==> src/source/frontEndCfgPkg.sv <==
package frontEndCfgPkg;

  // Decode hands over at most this many slots per cycle.
  localparam int FETCH_WIDTH = 8;

  // Dispatch always takes a full group of this size.
  localparam int DISPATCH_WIDTH = 4;

  // Circular queue depth.
  localparam int INST_QUEUE = 32;

  // Pointer width. Count register is one bit wider.
  localparam int INST_QUEUE_LOG = 5;

  // Above this occupancy a full fetch bundle might not fit.
  localparam int STALL_THRESHOLD = INST_QUEUE - FETCH_WIDTH;

  // Enough for 0..DISPATCH_WIDTH branches.
  localparam int BRANCH_COUNT_W = 3;

endpackage

==> src/source/instQueueCtrl.sv <==
`timescale 1ns/1ps

// Pointer and occupancy control for the instruction queue.
// Packs accepted fetch slots behind the tail and retires four at the head.
module instQueueCtrl (
  input  logic clk,
  input  logic rst_i,
  input  logic flush_i,                                        // Misprediction flush.
  input  logic stall_i,                                        // Back-pressure from rename.
  input  logic decodeReady_i,
  input  logic [frontEndCfgPkg::FETCH_WIDTH-1:0] validVec_i,
  output logic [frontEndCfgPkg::FETCH_WIDTH-1:0] writeEn_o,
  output logic [frontEndCfgPkg::FETCH_WIDTH-1:0]
               [frontEndCfgPkg::INST_QUEUE_LOG-1:0] writeAddr_o,
  output logic [frontEndCfgPkg::DISPATCH_WIDTH-1:0]
               [frontEndCfgPkg::INST_QUEUE_LOG-1:0] readAddr_o,
  output logic ready_o,
  output logic stallFetch_o
);
  import frontEndCfgPkg::*;

  logic [INST_QUEUE_LOG-1:0] headPtr;       // Oldest entry.
  logic [INST_QUEUE_LOG-1:0] tailPtr;       // Next free entry.
  logic [INST_QUEUE_LOG:0]   instCount;     // Waiting instructions, 0..32.
  logic [INST_QUEUE_LOG:0]   arrivals;      // Slots accepted this cycle.
  logic [INST_QUEUE_LOG:0]   departures;    // 0 or DISPATCH_WIDTH.
  logic                      acceptBundle;
  logic                      dispatchFire;

  // Not enough room left for a full bundle.
  assign stallFetch_o = instCount > (INST_QUEUE_LOG + 1)'(STALL_THRESHOLD);

  // Whole bundle is taken or dropped.
  assign acceptBundle = decodeReady_i & ~stallFetch_o;

  // At least one full dispatch group waits.
  assign ready_o      = instCount >= (INST_QUEUE_LOG + 1)'(DISPATCH_WIDTH);
  assign dispatchFire = ready_o & ~stall_i;
  assign departures   = dispatchFire ? (INST_QUEUE_LOG + 1)'(DISPATCH_WIDTH) : '0;

  // Slot s goes to tail plus the number of accepted slots below it.
  always_comb begin : packSlots
    logic [INST_QUEUE_LOG:0] offset;
    logic                    takeSlot;
    offset = '0;
    for (int s = 0; s < FETCH_WIDTH; s++) begin
      takeSlot       = acceptBundle & validVec_i[s];
      writeEn_o[s]   = takeSlot;
      writeAddr_o[s] = tailPtr + offset[INST_QUEUE_LOG-1:0];
      offset         = offset + (INST_QUEUE_LOG + 1)'(takeSlot);  // Running popcount.
    end
    arrivals = offset;
  end

  // Read window is always the head group.
  always_comb begin
    for (int r = 0; r < DISPATCH_WIDTH; r++) begin
      readAddr_o[r] = headPtr + INST_QUEUE_LOG'(r);
    end
  end

  // Flush wins over any write in the same cycle.
  always_ff @(posedge clk) begin
    if (rst_i || flush_i) begin
      headPtr   <= '0;
      tailPtr   <= '0;
      instCount <= '0;
    end else begin
      tailPtr   <= tailPtr + arrivals[INST_QUEUE_LOG-1:0];  // Up to eight.
      instCount <= instCount + arrivals - departures;       // In and out together.
      if (dispatchFire) begin
        headPtr <= headPtr + INST_QUEUE_LOG'(DISPATCH_WIDTH);
      end
    end
  end

endmodule

==> config.mk <==
export PLATFORM = sky130hd
export DESIGN_NAME = instQueueCtrl
export DESIGN_NICKNAME = d
export VERILOG_FILES = /design/src/source/frontEndCfgPkg.sv /design/src/source/instQueueCtrl.sv
export SDC_FILE = /design/constraint.sdc
export NUM_CORES = 1
export LEC_CHECK = 0
export BUFFER_PORTS_ARGS = -buffer_cell sky130_fd_sc_hd__buf_2
export CORE_ASPECT_RATIO = 0.9
export CORE_MARGIN = 2
export CORE_UTILIZATION = 30
export CTS_BUF_LIST = sky130_fd_sc_hd__clkbuf_2 sky130_fd_sc_hd__clkbuf_4 sky130_fd_sc_hd__clkbuf_8
export DETAILED_ROUTE_END_ITERATION = 7
export HOLD_SLACK_MARGIN = 0.08
export PLACE_DENSITY = 0.57
export SYNTH_ARGS = -nofsm -noshare
export SYNTH_HDL_FRONTEND = slang
export SYNTH_SLANG_ARGS = --single-unit
==> constraint.sdc <==
create_clock -name clk -period 5.4 [get_ports clk]
set_input_delay 0.54 -clock clk [delete_from_list [all_inputs] [get_ports clk]]
set_output_delay 0.54 -clock clk [all_outputs]
set_load 0.05 [all_outputs]
Yosys cells after proc, flatten, opt, wreduce, memory -nomap -nowiden. Cells that the tools add are included. Widths: inputs -> output; s select.

Bitwise operators: 12. $add $sub $neg: 21. Magnitude comparators: 2. Reduce and logical (&&, ||, !) cells: 1. Mux-type cells: 1.

Operators with widths (number): $add 5x5->5 (4); $add 6x1->6 (2); $add 5x2->5 const B (2); $and 1x1->1 (10); $add 5x1->6 (1); $add 6x6->6 (1); $ge 6x3->1 const B (1); $gt 6x5->1 const B (1); $sub 6x3->6 (1); $add 4x1->5 (1); $add 5x1->5 (1); $add 5x1->5 const B (1); $add 5x2->5 (1); $add 5x3->5 (1); $add 5x3->5 const B (1); $add 5x4->5 (1); $add 3x1->4 (1); $add 2x1->3 (1); $mux 3 (1); $add 1x1->2 (1); $not 1->1 (2); $logic_or 1x1->1 (1).

Word-level logic and storage cells: 40. Register bits: 16. Output and inout port bits: 70. Input port bits: 13.

Logic depth before layout (Yosys ltp). Gate-level depths: netlist (run 1).

Depth in word-level cells: 13. Mapped depth: 27. Depth with buffers taken out: 26.

Worst setup path after synthesis (run 1). No wires, ideal clock.

Path kind: register to register. Start point: register instCount[1]. End point: register instCount[5]. Slack: -957 ps. Required time: 5269 ps. Period minus slack after synthesis: 6357 ps. Path buffers: 0. Arrival time: 6226 ps. Stages on the path, launching flop included: 24. Library setup time: 131 ps. Path through: dfxtp_1 -> o311ai_0 -> nand2b_1 -> nor2_1 -> and2_1 -> inv_1 -> fa_1 -> inv_1 -> ha_1 -> xnor2_1 -> ha_1 -> ha_1 -> ha_1 -> xnor2_1 -> xnor2_2 -> xor2_1 -> fa_1 -> ha_1 -> a21oi_1 -> o21bai_1 -> a21oi_1 -> xnor2_1 -> nand3_1 -> nor3b_2.

Word-level cells in the longest chain between the ends: 13.

Ends and longest elaborated chain: start, declared (RTL line instQueueCtrl.sv:24) `logic [INST_QUEUE_LOG:0] instCount;`; start signal, assigned (RTL line instQueueCtrl.sv:70) `instCount <= instCount + arrivals - departures;`; $gt 6x5->1 (RTL line instQueueCtrl.sv:31) `assign stallFetch_o = instCount > (INST_QUEUE_LOG + 1)'(STALL_THRESHOLD);`; via stallFetch_o (RTL line instQueueCtrl.sv:18) `output logic stallFetch_o`; $not 1->1 (RTL line instQueueCtrl.sv:34) `assign acceptBundle = decodeReady_i & ~stallFetch_o;`; $and 1x1->1 (RTL line instQueueCtrl.sv:34); $and 1x1->1 (RTL line instQueueCtrl.sv:47) `takeSlot = acceptBundle & validVec_i[s];`; via writeEn_o (one bit) (RTL line instQueueCtrl.sv:12) `output logic [frontEndCfgPkg::FETCH_WIDTH-1:0] writeEn_o,`; $add 1x1->2 (RTL line instQueueCtrl.sv:50) `offset = offset + (INST_QUEUE_LOG + 1)'(takeSlot);`; $add 2x1->3 (RTL line instQueueCtrl.sv:50); $add 3x1->4 (RTL line instQueueCtrl.sv:50); $add 4x1->5 (RTL line instQueueCtrl.sv:50); $add 5x1->6 (RTL line instQueueCtrl.sv:50); $add 6x1->6 (2 in a row) (RTL line instQueueCtrl.sv:50); $add 6x6->6 (RTL line instQueueCtrl.sv:70); $sub 6x3->6 (RTL line instQueueCtrl.sv:70).

The timed path passes the listed nets, and every way through them passes these cells. A chain may end at the register's enable or synchronous reset.

==> results of run 1 <==
==> power by group <==
| part | internal, mW | total [mW] | switching (mW) |
|---|---|---|---|
| Clock | 0.0646 | 0.103 | 0.0382 |
| Combinational | 0.491 | 1.50 | 1.01 |
| Sequential | 0.128 | 0.192 | 0.0632 |
==> cell type report <==
type                            instances  area share [%]
Timing Repair Buffer                   83           14.43
Multi-Input combinational cell        206           67.58
Tap cell                               96           3.934
Clock buffer                            4           1.803
Inverter                               25           3.074
Sequential cell                        14           9.180
==> cells by family after synthesis <==
group / synth area share (%)
simple gates: 12.33
other cells: 0.3123
compound gates: 10.35
buf+inv: 11.13
flops: 11.65
fa+ha+maj: 32.99
mux: 2.237
xor+xnor: 18.99
==> registers in the layout, summed over array words and instances (netlist names) <==
name / count
headPtr: 3
instCount: 6
tailPtr: 5
==> timing repair <==
item,CTS,global route
hold endpoints to repair,0,0
pin swaps,3,8
setup buffers,0,4
gates resized for setup,3,13
endpoints found under the setup margin,2,3
==> synthesized netlist by cell type (2+ instances only) <==
cell and number:
sky130_fd_sc_hd__a21o_1 14, sky130_fd_sc_hd__a21oi_1 17, sky130_fd_sc_hd__and2_1 8, sky130_fd_sc_hd__and2_2 2, sky130_fd_sc_hd__buf_4 18, sky130_fd_sc_hd__clkbuf_1 3, sky130_fd_sc_hd__clkbuf_8 2, sky130_fd_sc_hd__conb_1 2
sky130_fd_sc_hd__dfxtp_1 14, sky130_fd_sc_hd__fa_1 9, sky130_fd_sc_hd__ha_1 49, sky130_fd_sc_hd__inv_1 24, sky130_fd_sc_hd__mux2i_1 4, sky130_fd_sc_hd__nand2_1 8, sky130_fd_sc_hd__nand2b_1 2, sky130_fd_sc_hd__nand3_1 7
sky130_fd_sc_hd__nand4_1 2, sky130_fd_sc_hd__nor2_1 14, sky130_fd_sc_hd__xnor2_1 23, sky130_fd_sc_hd__xor2_1 16, sky130_fd_sc_hd__xor2_4 2
==> per-stage QoR <==
stage          hold slack, ns  area [sq um]  util (%)  setup TNS (ns)  std cells
2_1_floorplan          0.5721          2521         -        -0.02258        268
3_3_place_gp           0.5504          2875     37.55               0        420
3_5_place_dp           0.5585          2875     37.55        -0.01925        420
4_1_cts                0.5875          2950     38.53               0        424
5_1_grt                0.6184          3053     39.87               0        428
6_report               0.5745          3053     39.87               0        428
==> critical path, cell delays in order (launching register included) <==
cell and delay, ns:
sky130_fd_sc_hd__dfxtp_1 0.34, sky130_fd_sc_hd__o311ai_4 0.32, sky130_fd_sc_hd__nand2b_4 0.10, sky130_fd_sc_hd__nor2_4 0.13
sky130_fd_sc_hd__and2_4 0.16, sky130_fd_sc_hd__inv_1 0.04, sky130_fd_sc_hd__fa_1 0.49, sky130_fd_sc_hd__inv_2 0.07
sky130_fd_sc_hd__ha_4 0.23, sky130_fd_sc_hd__ha_4 0.27, sky130_fd_sc_hd__ha_2 0.27, sky130_fd_sc_hd__ha_2 0.20
sky130_fd_sc_hd__ha_4 0.18, sky130_fd_sc_hd__xnor2_2 0.14, sky130_fd_sc_hd__xnor2_2 0.31, sky130_fd_sc_hd__buf_4 0.18
sky130_fd_sc_hd__ha_1 0.25, sky130_fd_sc_hd__a21o_1 0.17, sky130_fd_sc_hd__a21oi_1 0.22, sky130_fd_sc_hd__xnor2_2 0.13
sky130_fd_sc_hd__buf_4 0.21
==> worst paths after layout <==
path / cells after the start / slack (ns) / end
max reg2reg: 26 / 0.28 / instCount[5]
max: 20 / 0.20 / writeAddr_o[39]
min reg2reg: 2 / 0.57 / headPtr[4]
min: 2 / 0.57 / headPtr[4]
==> routing by layer <==
metal | GRT usage (%) | vias to the layer above | share of wire [%] | wire length, um
li1 | - | 987 | - | -
met1 | 16.94 | 908 | 46 | 2620
met2 | 23.25 | 64 | 47 | 2645
met3 | 2.658 | 2 | 6.7 | 379
met4 | 1.245 | 0 | 0.41 | 23
met5 | 0 | - | 0 | 0
==> run_summary.xml, run 1 <==
<?xml version="1.0" encoding="UTF-8"?>
<metrics>
  <group name="status">
    <metric name="status" unit="">completed</metric>
  </group>
  <group name="run">
    <metric name="count_of_max_cap_constraint_violations" unit="">0</metric>
  </group>
  <group name="cts">
    <metric name="clkLatencyLatePin" unit="ns">0.25</metric>
    <metric name="ctsLongestPathBuffers" unit="">2</metric>
    <metric name="cts_made_buffers" unit="">3</metric>
    <metric name="cts_hold_buffers" unit="">0</metric>
    <metric name="clock_sink_count" unit="">14</metric>
    <metric name="clock_tree_root" unit="">sky130_fd_sc_hd__clkbuf_8</metric>
    <metric name="h-tree-depth" unit="">1</metric>
    <metric name="tritoncts" unit="">built</metric>
    <metric name="clk_pin_slew" unit="ns">0.06</metric>
  </group>
  <group name="route">
    <metric name="route.detailed.drc" unit="">0</metric>
    <metric name="drt_first_pass_iters" unit="">4</metric>
    <metric name="drtAntennaViolNets" unit="">0</metric>
    <metric name="detail_route.iter0.violations" unit="">40</metric>
    <metric name="route.final.wire_length" unit="mm">5.668</metric>
    <metric name="drt-wirelength-per-cell" unit="um">13.24</metric>
    <metric name="viasPerCell" unit="">4.582</metric>
    <metric name="routed-via-count" unit="">1961</metric>
  </group>
  <group name="power">
    <metric name="cellPowerDensity" unit="mW/mm^2">587.6</metric>
    <metric name="power.static_leakage" unit="nW">1.742</metric>
    <metric name="power_total" unit="mW">1.794</metric>
    <metric name="vdd_drop_max" unit="mV">0.2781</metric>
  </group>
  <group name="timing">
    <metric name="timing.final.max_slew_violations" unit="">0</metric>
    <metric name="clock.fmax" unit="MHz">192.2</metric>
    <metric name="timing.final.crit_period" unit="ns">5.202</metric>
    <metric name="setup_slack" unit="ns">0.1982</metric>
    <metric name="setup-violations-final" unit="">0</metric>
    <metric name="max_slew.worst_pin.slew" unit="ns">0.8559</metric>
    <metric name="clock_skew" unit="ns">0.005491</metric>
    <metric name="maxSlewHeadroom" unit="%">42.86</metric>
    <metric name="grt_setup_unrepaired" unit="">false</metric>
    <metric name="final_hold_viol_count" unit="">0</metric>
    <metric name="final_min_period_over_clock_period" unit="%">96.33</metric>
  </group>
  <group name="synthesis">
    <metric name="synthFlopType" unit="">sky130_fd_sc_hd__dfxtp_1</metric>
    <metric name="ys_seq_elements" unit="">14</metric>
    <metric name="synthDominantAreaCellType" unit="">sky130_fd_sc_hd__ha_1</metric>
    <metric name="yosys_warnings" unit="">0</metric>
    <metric name="synthesis.area_per_instance" unit="sq um">9.179</metric>
    <metric name="syn_inst" unit="">262</metric>
    <metric name="postSynth.asyncResetShare" unit="%">0</metric>
    <metric name="top_cells_by_area_in_the_synthesized_netlist" unit="">sky130_fd_sc_hd__ha_1 25%, sky130_fd_sc_hd__dfxtp_1 12%, sky130_fd_sc_hd__xnor2_1 8.4%</metric>
    <metric name="synth_sequential_area_ratio" unit="%">11.65</metric>
    <metric name="synth_enable_flop_cells" unit="">0</metric>
    <metric name="yosysUniqueCellTypes" unit="">43</metric>
    <metric name="mappedNetlistArea" unit="sq mm">0.002405</metric>
    <metric name="synth_top_area_share" unit="%">25.49</metric>
  </group>
  <group name="floorplan">
    <metric name="die_h" unit="um">88.94</metric>
    <metric name="start_util" unit="%">31.41</metric>
    <metric name="die_width" unit="um">98.38</metric>
    <metric name="fp-row-count" unit="">30</metric>
    <metric name="placeableCoreArea" unit="sq mm">0.007657</metric>
    <metric name="boundary_pins" unit="">83</metric>
    <metric name="die-area" unit="sq mm">0.008749</metric>
  </group>
  <group name="setup_path">
    <metric name="worst_setup_path_start_kind" unit="">register</metric>
    <metric name="crit-reg2reg-launch" unit="">instCount[1]</metric>
    <metric name="timing.setup.critical_path_class" unit="">register to output pin</metric>
    <metric name="worst_endpoint_data_arrival_time" unit="ns">4.66</metric>
    <metric name="worst_setup_sp" unit="">instCount[1]</metric>
    <metric name="end_kind" unit="">output pin</metric>
    <metric name="crit_required" unit="ns">4.86</metric>
    <metric name="crit_path_max_fanout" unit="">5</metric>
  </group>
  <group name="hold_path">
    <metric name="holdCritPathClass" unit="">register to register</metric>
    <metric name="timing.hold.worst.start" unit="">headPtr[4]</metric>
  </group>
  <group name="placed_design">
    <metric name="post_dp_hpwl" unit="mm">4.694</metric>
    <metric name="place_congestion" unit="">0.8153</metric>
    <metric name="pre_cts_slack" unit="ns">-0.01925</metric>
    <metric name="io_buffers" unit="">74</metric>
  </group>
  <group name="layout">
    <metric name="fillerInstances" unit="">772</metric>
    <metric name="fin_nets" unit="">404</metric>
    <metric name="sequential_cell_area" unit="sq um">280.3</metric>
    <metric name="multiInputGateArea" unit="sq mm">0.002063</metric>
    <metric name="n_antenna_cell" unit="">0</metric>
    <metric name="final_layout_size_suffix_gt1_share" unit="%">37.95</metric>
    <metric name="syn2layout_area_growth" unit="%">26.95</metric>
    <metric name="mostFrequentLayoutCells" unit="">73 x sky130_fd_sc_hd__buf_2, 40 x sky130_fd_sc_hd__ha_1, 22 x sky130_fd_sc_hd__inv_1</metric>
    <metric name="layout_commonest_cell" unit="">sky130_fd_sc_hd__buf_2</metric>
  </group>
  <group name="grt">
    <metric name="global_route.overflow_total" unit="">0</metric>
    <metric name="grt_start_max_net_pins" unit="">17</metric>
    <metric name="grt_pass1_vias" unit="">1841</metric>
    <metric name="track_usage" unit="%">12.97</metric>
    <metric name="antenna_found_initial" unit="">0</metric>
    <metric name="grt_first_pass_wirelength" unit="mm">9.177</metric>
  </group>
</metrics>
No activity file was read; power rests on OpenSTA's default activity.
==> run 2: changes to the inputs <==
--- a/config.mk
+++ b/config.mk
@@ -12,7 +12,6 @@
 export CTS_BUF_LIST = sky130_fd_sc_hd__clkbuf_2 sky130_fd_sc_hd__clkbuf_4 sky130_fd_sc_hd__clkbuf_8
 export DETAILED_ROUTE_END_ITERATION = 7
 export HOLD_SLACK_MARGIN = 0.08
-export PLACE_DENSITY = 0.57
 export SYNTH_ARGS = -nofsm -noshare
 export SYNTH_HDL_FRONTEND = slang
 export SYNTH_SLANG_ARGS = --single-unit
==> run 2 against run 1 <==
Effect of this change: critical path type unchanged; clock skew decreased by 0.0047 ns; global-route usage increased by 0.43 points; worst setup slack improved by 0.016 ns; largest cell class unchanged; critical endpoint unchanged.
==> run_summary.xml, run 2 (synthesis results as in run 1) <==
<?xml version="1.0" encoding="UTF-8"?>
<metrics>
  <group name="layout">
    <metric name="layout_commonest_cell" unit="">sky130_fd_sc_hd__buf_2</metric>
    <metric name="top_regs" unit="">instCount (6), tailPtr (5), headPtr (3)</metric>
    <metric name="fin_nets" unit="">407</metric>
    <metric name="final_layout_size_suffix_gt1_share" unit="%">39.40</metric>
    <metric name="mostFrequentLayoutCells" unit="">73 x sky130_fd_sc_hd__buf_2, 39 x sky130_fd_sc_hd__ha_1, 23 x sky130_fd_sc_hd__inv_1</metric>
    <metric name="syn2layout_area_growth" unit="%">28.46</metric>
    <metric name="fillerInstances" unit="">756</metric>
    <metric name="n_antenna_cell" unit="">0</metric>
    <metric name="max_reg_flops" unit="">6</metric>
    <metric name="max_flop_register" unit="">instCount</metric>
  </group>
  <group name="power">
    <metric name="total_switching_power" unit="mW">1.129</metric>
    <metric name="pwr-share-seq" unit="%">10.5</metric>
    <metric name="clkPwrFrac" unit="%">5.8</metric>
    <metric name="power.static_leakage" unit="nW">1.761</metric>
    <metric name="cellPowerDensity" unit="mW/mm^2">591.3</metric>
    <metric name="power_total" unit="mW">1.827</metric>
    <metric name="cellInternalPower" unit="mW">0.6982</metric>
    <metric name="vdd_drop_max" unit="mV">0.2953</metric>
    <metric name="switching_share" unit="%">61.78</metric>
    <metric name="combinationalPowerShare" unit="%">83.7</metric>
  </group>
  <group name="status">
    <metric name="status" unit="">completed</metric>
  </group>
  <group name="route">
    <metric name="route.final.wire_length" unit="mm">5.929</metric>
    <metric name="drtAntennaViolNets" unit="">0</metric>
    <metric name="drt_first_pass_iters" unit="">4</metric>
    <metric name="wl_met1" unit="mm">2.706</metric>
    <metric name="highest-signal-layer" unit="">met4</metric>
    <metric name="routed-via-count" unit="">1988</metric>
    <metric name="met3WireLength" unit="um">362</metric>
    <metric name="drt-wirelength-per-cell" unit="um">13.76</metric>
    <metric name="routed-wl-met2" unit="mm">2.798</metric>
    <metric name="route.detailed.drc" unit="">0</metric>
    <metric name="viasPerCell" unit="">4.613</metric>
    <metric name="detail_route.iter0.violations" unit="">62</metric>
  </group>
  <group name="timing">
    <metric name="setup_tns_after_final_layout" unit="ns">0</metric>
    <metric name="clock_skew" unit="ns">0.0008203</metric>
    <metric name="timing.final.crit_period" unit="ns">5.185</metric>
    <metric name="clock.fmax" unit="MHz">192.8</metric>
    <metric name="timing.final.max_slew_violations" unit="">0</metric>
    <metric name="final_min_period_over_clock_period" unit="%">96.03</metric>
    <metric name="final_hold_viol_count" unit="">0</metric>
    <metric name="maxSlewHeadroom" unit="%">43.79</metric>
    <metric name="max_slew.worst_pin.slew" unit="ns">0.8419</metric>
    <metric name="setup-violations-final" unit="">0</metric>
  </group>
  <group name="setup_path">
    <metric name="timing.setup.critical_path_class" unit="">register to output pin</metric>
    <metric name="worstPathBufferInverterCount" unit="">5</metric>
    <metric name="worstReg2RegEnd" unit="">instCount[5]</metric>
    <metric name="crit-reg2reg-launch" unit="">instCount[1]</metric>
    <metric name="crit_required" unit="ns">4.86</metric>
    <metric name="ff2ff_setup_slack" unit="ns">0.26</metric>
    <metric name="critPathTopFamily" unit="">adder cells</metric>
    <metric name="end_kind" unit="">output pin</metric>
    <metric name="worst_endpoint_data_arrival_time" unit="ns">4.65</metric>
    <metric name="worst_path_most_repeated_cell" unit="">sky130_fd_sc_hd__xnor2_2</metric>
    <metric name="timing.critical_path.slowest_stage_cell" unit="">sky130_fd_sc_hd__fa_1</metric>
    <metric name="worst_setup_path_start_kind" unit="">register</metric>
    <metric name="critical_path_cell_by_cell" unit="">o311ai_4 &gt; nand2b_4 &gt; nor2_4 &gt; and2_4 &gt; inv_1 &gt; fa_1 &gt; inv_2 &gt; ha_2 &gt; xnor2_2 &gt; ha_4 &gt; ha_4 &gt; ha_2 &gt; xnor2_2 &gt; xnor2_2 &gt; buf_4 &gt; buf_4 &gt; ha_1 &gt; a21o_1 &gt; a21oi_2 &gt; xnor2_2 &gt; buf_6</metric>
    <metric name="ff2ff_path_depth" unit="">24</metric>
    <metric name="crit_path_max_fanout" unit="">6</metric>
    <metric name="cpPeakStageDelay" unit="ns">0.49</metric>
  </group>
  <group name="floorplan">
    <metric name="die-area" unit="sq mm">0.008749</metric>
    <metric name="start_util" unit="%">31.41</metric>
    <metric name="boundary_pins" unit="">83</metric>
    <metric name="die_width" unit="um">98.38</metric>
    <metric name="placeableCoreArea" unit="sq mm">0.007657</metric>
    <metric name="fp-row-count" unit="">30</metric>
    <metric name="die_h" unit="um">88.94</metric>
  </group>
  <group name="cts">
    <metric name="cts_made_buffers" unit="">3</metric>
    <metric name="h-tree-depth" unit="">1</metric>
    <metric name="clk_pin_slew" unit="ns">0.06</metric>
    <metric name="clkLatencyLatePin" unit="ns">0.25</metric>
    <metric name="clock_tree_root" unit="">sky130_fd_sc_hd__clkbuf_8</metric>
    <metric name="tritoncts" unit="">built</metric>
    <metric name="ctsLongestPathBuffers" unit="">2</metric>
    <metric name="clock_sink_count" unit="">14</metric>
  </group>
  <group name="hold_path">
    <metric name="holdCritPathClass" unit="">register to register</metric>
    <metric name="hold-path-endpoint" unit="">headPtr[4]</metric>
    <metric name="worst_hold_path.num_cells" unit="">2</metric>
    <metric name="timing.hold.worst.start" unit="">headPtr[4]</metric>
  </group>
  <group name="placed_design">
    <metric name="io_buffers" unit="">74</metric>
    <metric name="place_congestion" unit="">0.7882</metric>
    <metric name="post_dp_hpwl" unit="mm">4.795</metric>
  </group>
  <group name="grt">
    <metric name="antenna_found_initial" unit="">0</metric>
    <metric name="grt_first_pass_wirelength" unit="mm">9.177</metric>
    <metric name="grt_pass1_vias" unit="">1843</metric>
    <metric name="track_usage" unit="%">13.40</metric>
    <metric name="global_route.overflow_total" unit="">0</metric>
    <metric name="grt_start_max_net_pins" unit="">17</metric>
  </group>
  <group name="run">
    <metric name="count_of_max_cap_constraint_violations" unit="">0</metric>
  </group>
</metrics>
run 2: cell types whose count changed in the layout (fill, tap and decap cells not counted), sizes merged:
cell / delta
buf: +3
run 2: layout make-up:
class | instances | area (sq um) | share of cell area [%]
tap | 96 | 120.1 | 3.888
clock buffer | 4 | 55.05 | 1.782
multi-input combinational | 206 | 2069 | 66.99
timing repair buffer | 86 | 470.5 | 15.23
sequential | 14 | 280.3 | 9.073
inverter | 25 | 93.84 | 3.038
run 2: worst register-to-register path, cell delays in order, from the launching register on:
cell	delay (ns)
sky130_fd_sc_hd__dfxtp_1	0.33
sky130_fd_sc_hd__o311ai_4	0.31
sky130_fd_sc_hd__nand2b_4	0.09
sky130_fd_sc_hd__nor2_4	0.14
sky130_fd_sc_hd__and2_4	0.18
sky130_fd_sc_hd__inv_1	0.05
sky130_fd_sc_hd__fa_1	0.49
sky130_fd_sc_hd__inv_2	0.06
sky130_fd_sc_hd__ha_2	0.21
sky130_fd_sc_hd__xnor2_2	0.22
sky130_fd_sc_hd__ha_4	0.27
sky130_fd_sc_hd__ha_4	0.27
sky130_fd_sc_hd__ha_2	0.22
sky130_fd_sc_hd__xnor2_2	0.16
sky130_fd_sc_hd__xnor2_2	0.15
sky130_fd_sc_hd__buf_4	0.15
sky130_fd_sc_hd__xor2_2	0.18
sky130_fd_sc_hd__fa_1	0.53
sky130_fd_sc_hd__ha_4	0.22
sky130_fd_sc_hd__a21oi_2	0.15
sky130_fd_sc_hd__o21bai_1	0.10
sky130_fd_sc_hd__a21oi_2	0.17
sky130_fd_sc_hd__xnor2_2	0.14
sky130_fd_sc_hd__nand3_1	0.08
sky130_fd_sc_hd__nor3b_2	0.15
run 2: repair_timing:
action	4_1_cts	5_1_grt
setup buffers	0	9
resized for setup	3	15
pin swaps	0	13
setup endpoints to repair	2	5
hold buffers	0	0
run 2: worst max path at each step:
stage                  from              end  slack, ns  depth (start not counted)
2_1_floorplan  instCount[2]     instCount[5]      -0.02                         26
3_3_place_gp   instCount[2]     instCount[5]       0.08                         26
3_5_place_dp   instCount[2]     instCount[5]      -0.05                         26
4_1_cts        instCount[2]     instCount[5]      -0.02                         26
5_1_grt        instCount[1]     instCount[5]      -0.03                         26
6_report       instCount[1]  writeAddr_o[39]       0.21                         21
run 2: power groups by stage:
stage	combinational, mW	clock [mW]	sequential, mW
CTS	1.48	0.109	0.194
global route	1.65	0.114	0.200
global placement	1.45	0	0.192
finish	1.53	0.105	0.192
detailed placement	1.47	0	0.192
floorplan	1.20	0	0.202
run 2: through the flow:
stage	hold WS (ns)	setup WS [ns]	instances	area (sq um)	util [%]
2_1_floorplan	0.5721	-0.02258	268	2521	-
3_3_place_gp	0.5411	0.08459	418	2860	37.35
3_5_place_dp	0.5587	-0.04552	418	2860	37.35
4_1_cts	0.5754	-0.02294	422	2932	38.28
5_1_grt	0.6155	-0.03098	431	3089	40.34
6_report	0.5616	0.2146	431	3089	40.34
run 2: routing by layer:
layer  global-route usage, %  up-vias
met1                   17.44      912
met3                   2.346        7
li1                        -      995
met5                       0        -
met2                   23.13       74
met4                   3.861        0
==> run 3: changes to the inputs <==
--- a/config.mk
+++ b/config.mk
@@ -8,10 +8,11 @@
 export BUFFER_PORTS_ARGS = -buffer_cell sky130_fd_sc_hd__buf_2
 export CORE_ASPECT_RATIO = 0.9
 export CORE_MARGIN = 2
-export CORE_UTILIZATION = 30
+export CORE_UTILIZATION = 39
 export CTS_BUF_LIST = sky130_fd_sc_hd__clkbuf_2 sky130_fd_sc_hd__clkbuf_4 sky130_fd_sc_hd__clkbuf_8
 export DETAILED_ROUTE_END_ITERATION = 7
 export HOLD_SLACK_MARGIN = 0.08
+export PLACE_DENSITY = 0.67
 export SYNTH_ARGS = -nofsm -noshare
 export SYNTH_HDL_FRONTEND = slang
 export SYNTH_SLANG_ARGS = --single-unit
==> run 3 against run 2 <==
Effect of this change: flip-flop and latch count stayed put; final area is 1.3% lower; clock power is 4% lower; clock skew hardly changed; routed wire length is 5.6% lower; die area is 22% lower; critical path type unchanged; largest cell class unchanged.
==> run_summary.xml, run 3 (synthesis results as in run 1) <==
<?xml version="1.0" encoding="UTF-8"?>
<metrics>
  <group name="route">
    <metric name="route.final.wire_length" unit="mm">5.595</metric>
    <metric name="wl_met1" unit="mm">2.811</metric>
    <metric name="viasPerCell" unit="">4.779</metric>
    <metric name="routed-wl-met2" unit="mm">2.527</metric>
    <metric name="routed-via-count" unit="">1950</metric>
    <metric name="met3WireLength" unit="um">229</metric>
    <metric name="route.detailed.drc" unit="">0</metric>
    <metric name="drtAntennaViolNets" unit="">0</metric>
    <metric name="drt-wirelength-per-cell" unit="um">13.71</metric>
    <metric name="highest-signal-layer" unit="">met4</metric>
    <metric name="detail_route.iter0.violations" unit="">76</metric>
    <metric name="drt_first_pass_iters" unit="">4</metric>
  </group>
  <group name="cts">
    <metric name="clock_sink_count" unit="">14</metric>
    <metric name="tritoncts" unit="">built</metric>
    <metric name="cts_made_buffers" unit="">3</metric>
    <metric name="ctsLongestPathBuffers" unit="">2</metric>
    <metric name="clock_tree_root" unit="">sky130_fd_sc_hd__clkbuf_8</metric>
    <metric name="clkLatencyLatePin" unit="ns">0.24</metric>
    <metric name="clk_pin_slew" unit="ns">0.06</metric>
    <metric name="h-tree-depth" unit="">1</metric>
    <metric name="cts_hold_buffers" unit="">0</metric>
  </group>
  <group name="power">
    <metric name="cellInternalPower" unit="mW">0.6952</metric>
    <metric name="pwr-share-seq" unit="%">10.7</metric>
    <metric name="switching_share" unit="%">61.63</metric>
    <metric name="cellPowerDensity" unit="mW/mm^2">594.1</metric>
    <metric name="clkPwrFrac" unit="%">5.6</metric>
    <metric name="vdd_drop_max" unit="mV">0.2070</metric>
    <metric name="combinationalPowerShare" unit="%">83.7</metric>
    <metric name="power.static_leakage" unit="nW">1.763</metric>
    <metric name="total_switching_power" unit="mW">1.117</metric>
  </group>
  <group name="layout">
    <metric name="fillerInstances" unit="">560</metric>
    <metric name="max_flop_register" unit="">instCount</metric>
    <metric name="top_regs" unit="">instCount (6), tailPtr (5), headPtr (3)</metric>
    <metric name="max_reg_flops" unit="">6</metric>
    <metric name="finish.cell_count_without_fillers" unit="">408</metric>
    <metric name="layout_commonest_cell" unit="">sky130_fd_sc_hd__buf_2</metric>
    <metric name="final_layout_size_suffix_gt1_share" unit="%">38.39</metric>
    <metric name="mostFrequentLayoutCells" unit="">73 x sky130_fd_sc_hd__buf_2, 40 x sky130_fd_sc_hd__ha_1, 23 x sky130_fd_sc_hd__inv_1</metric>
    <metric name="post_layout_inst_area" unit="sq mm">0.003050</metric>
    <metric name="n_antenna_cell" unit="">0</metric>
    <metric name="syn2layout_area_growth" unit="%">26.85</metric>
    <metric name="fin_nets" unit="">408</metric>
  </group>
  <group name="setup_path">
    <metric name="worst_endpoint_data_arrival_time" unit="ns">4.71</metric>
    <metric name="critical_path_cell_by_cell" unit="">o311ai_4 &gt; nand2b_4 &gt; nor2_4 &gt; and2_4 &gt; inv_1 &gt; fa_1 &gt; inv_1 &gt; ha_4 &gt; ha_2 &gt; ha_4 &gt; ha_4 &gt; ha_4 &gt; xnor2_2 &gt; xnor2_2 &gt; buf_4 &gt; ha_1 &gt; a21o_1 &gt; a21oi_1 &gt; xnor2_2 &gt; buf_4</metric>
    <metric name="end_kind" unit="">output pin</metric>
    <metric name="timing.setup.critical_path_class" unit="">register to output pin</metric>
    <metric name="crit-reg2reg-launch" unit="">instCount[1]</metric>
    <metric name="crit_required" unit="ns">4.86</metric>
    <metric name="critPathTopFamily" unit="">adder cells</metric>
    <metric name="worstPathBufferInverterCount" unit="">4</metric>
    <metric name="ff2ff_path_depth" unit="">26</metric>
    <metric name="cpPeakStageDelay" unit="ns">0.47</metric>
    <metric name="worst_path_most_repeated_cell" unit="">sky130_fd_sc_hd__ha_4</metric>
    <metric name="crit_path_max_fanout" unit="">6</metric>
    <metric name="path_depth" unit="">20</metric>
    <metric name="worst_setup_path_start_kind" unit="">register</metric>
    <metric name="timing.critical_path.slowest_stage_cell" unit="">sky130_fd_sc_hd__fa_1</metric>
    <metric name="worst_setup_sp" unit="">instCount[1]</metric>
  </group>
  <group name="timing">
    <metric name="timing.final.crit_period" unit="ns">5.252</metric>
    <metric name="setup-violations-final" unit="">0</metric>
    <metric name="holdWs" unit="ns">0.5655</metric>
    <metric name="clock.fmax" unit="MHz">190.4</metric>
    <metric name="final_hold_viol_count" unit="">0</metric>
    <metric name="setup_slack" unit="ns">0.1483</metric>
    <metric name="maxSlewHeadroom" unit="%">42.25</metric>
    <metric name="final_min_period_over_clock_period" unit="%">97.25</metric>
    <metric name="setup_tns_after_final_layout" unit="ns">0</metric>
    <metric name="timing.final.max_slew_violations" unit="">0</metric>
    <metric name="max_slew.worst_pin.slew" unit="ns">0.8651</metric>
    <metric name="clock_skew" unit="ns">0.0006360</metric>
  </group>
  <group name="run">
    <metric name="count_of_max_cap_constraint_violations" unit="">0</metric>
  </group>
  <group name="floorplan">
    <metric name="fp-row-count" unit="">27</metric>
    <metric name="die_h" unit="um">78.50</metric>
    <metric name="boundary_pins" unit="">83</metric>
    <metric name="start_util" unit="%">39.77</metric>
    <metric name="die_width" unit="um">86.77</metric>
    <metric name="die-area" unit="sq mm">0.006811</metric>
    <metric name="placeableCoreArea" unit="sq mm">0.006047</metric>
  </group>
  <group name="grt">
    <metric name="antenna_found_initial" unit="">0</metric>
    <metric name="grt_pass1_vias" unit="">1808</metric>
    <metric name="grt_start_max_net_pins" unit="">17</metric>
    <metric name="track_usage" unit="%">16.23</metric>
    <metric name="grt_first_pass_wirelength" unit="mm">8.818</metric>
    <metric name="global_route.overflow_total" unit="">0</metric>
  </group>
  <group name="status">
    <metric name="status" unit="">completed</metric>
  </group>
  <group name="hold_path">
    <metric name="timing.hold.worst.start" unit="">headPtr[3]</metric>
    <metric name="worst_hold_path.num_cells" unit="">2</metric>
    <metric name="holdCritPathClass" unit="">register to register</metric>
  </group>
  <group name="placed_design">
    <metric name="numPlacedInstances" unit="">395</metric>
    <metric name="io_buffers" unit="">74</metric>
    <metric name="place_congestion" unit="">0.7769</metric>
    <metric name="post_dp_hpwl" unit="mm">4.448</metric>
    <metric name="placement.cell_area" unit="sq mm">0.002838</metric>
    <metric name="pre_cts_slack" unit="ns">-0.05403</metric>
  </group>
</metrics>
[run 3: changes by cell type in the layout (fill, tap and decap cells not counted), sizes merged]
cell	delta
buf	+1
[run 3: final timing paths]
path / endpoint / slack, ns
worst max-delay path: writeAddr_o[39] / 0.15
worst min-delay path: headPtr[3] / 0.57
worst max register to register: instCount[5] / 0.22
worst min register to register: headPtr[3] / 0.57
[run 3: layout make-up]
| type | count | area [sq um] | share of cell area [%] |
|---|---|---|---|
| inverters | 25 | 93.84 | 3.076 |
| flip-flops and latches | 14 | 281.5 | 9.229 |
| clock buffers | 4 | 55.05 | 1.805 |
| repair buffers | 87 | 470.5 | 15.42 |
| multi-input cells | 206 | 2059 | 67.51 |
| well taps | 72 | 90.09 | 2.953 |
[run 3: power by group through the flow]
| stage | combinational, mW | clock [mW] | sequential [mW] |
|---|---|---|---|
| 3_5_place_dp | 1.45 | 0 | 0.192 |
| 6_report | 1.52 | 0.101 | 0.195 |
| 3_3_place_gp | 1.44 | 0 | 0.190 |
| 4_1_cts | 1.47 | 0.105 | 0.194 |
| 2_1_floorplan | 1.20 | 0 | 0.202 |
| 5_1_grt | 1.63 | 0.111 | 0.201 |
[run 3: timing repair]
item | 4_1_cts | 5_1_grt
setup endpoints to repair | 2 | 5
pin swaps | 2 | 12
setup buffers | 1 | 8
resized for setup | 2 | 13
[run 3: layer usage]
layer | track usage (%) | up-vias
met5 | 0 | -
met2 | 26.23 | 58
met4 | 2.344 | 0
li1 | - | 998
met1 | 23.37 | 892
met3 | 2.208 | 2
[run 3: metrics by stage]
stage | util [%] | power [mW]
after floorplan | - | 1.406
after global placement | 46.93 | 1.629
after detailed placement | 46.93 | 1.647
after CTS | 48.17 | 1.767
after global routing | 50.44 | 1.943
final | 50.44 | 1.812
[run 3: worst reg2reg max path, delay by kind of cell, from the launching register on]
kind / cells / cell delay, ns
AO/OA/AOI/OAI: 3 / 0.54
XOR/XNOR: 4 / 0.76
adder cells (fa/ha/maj): 8 / 2.24
buffers and inverters: 5 / 0.29
flip-flops: 1 / 0.34
AND/OR/NAND/NOR: 6 / 0.91
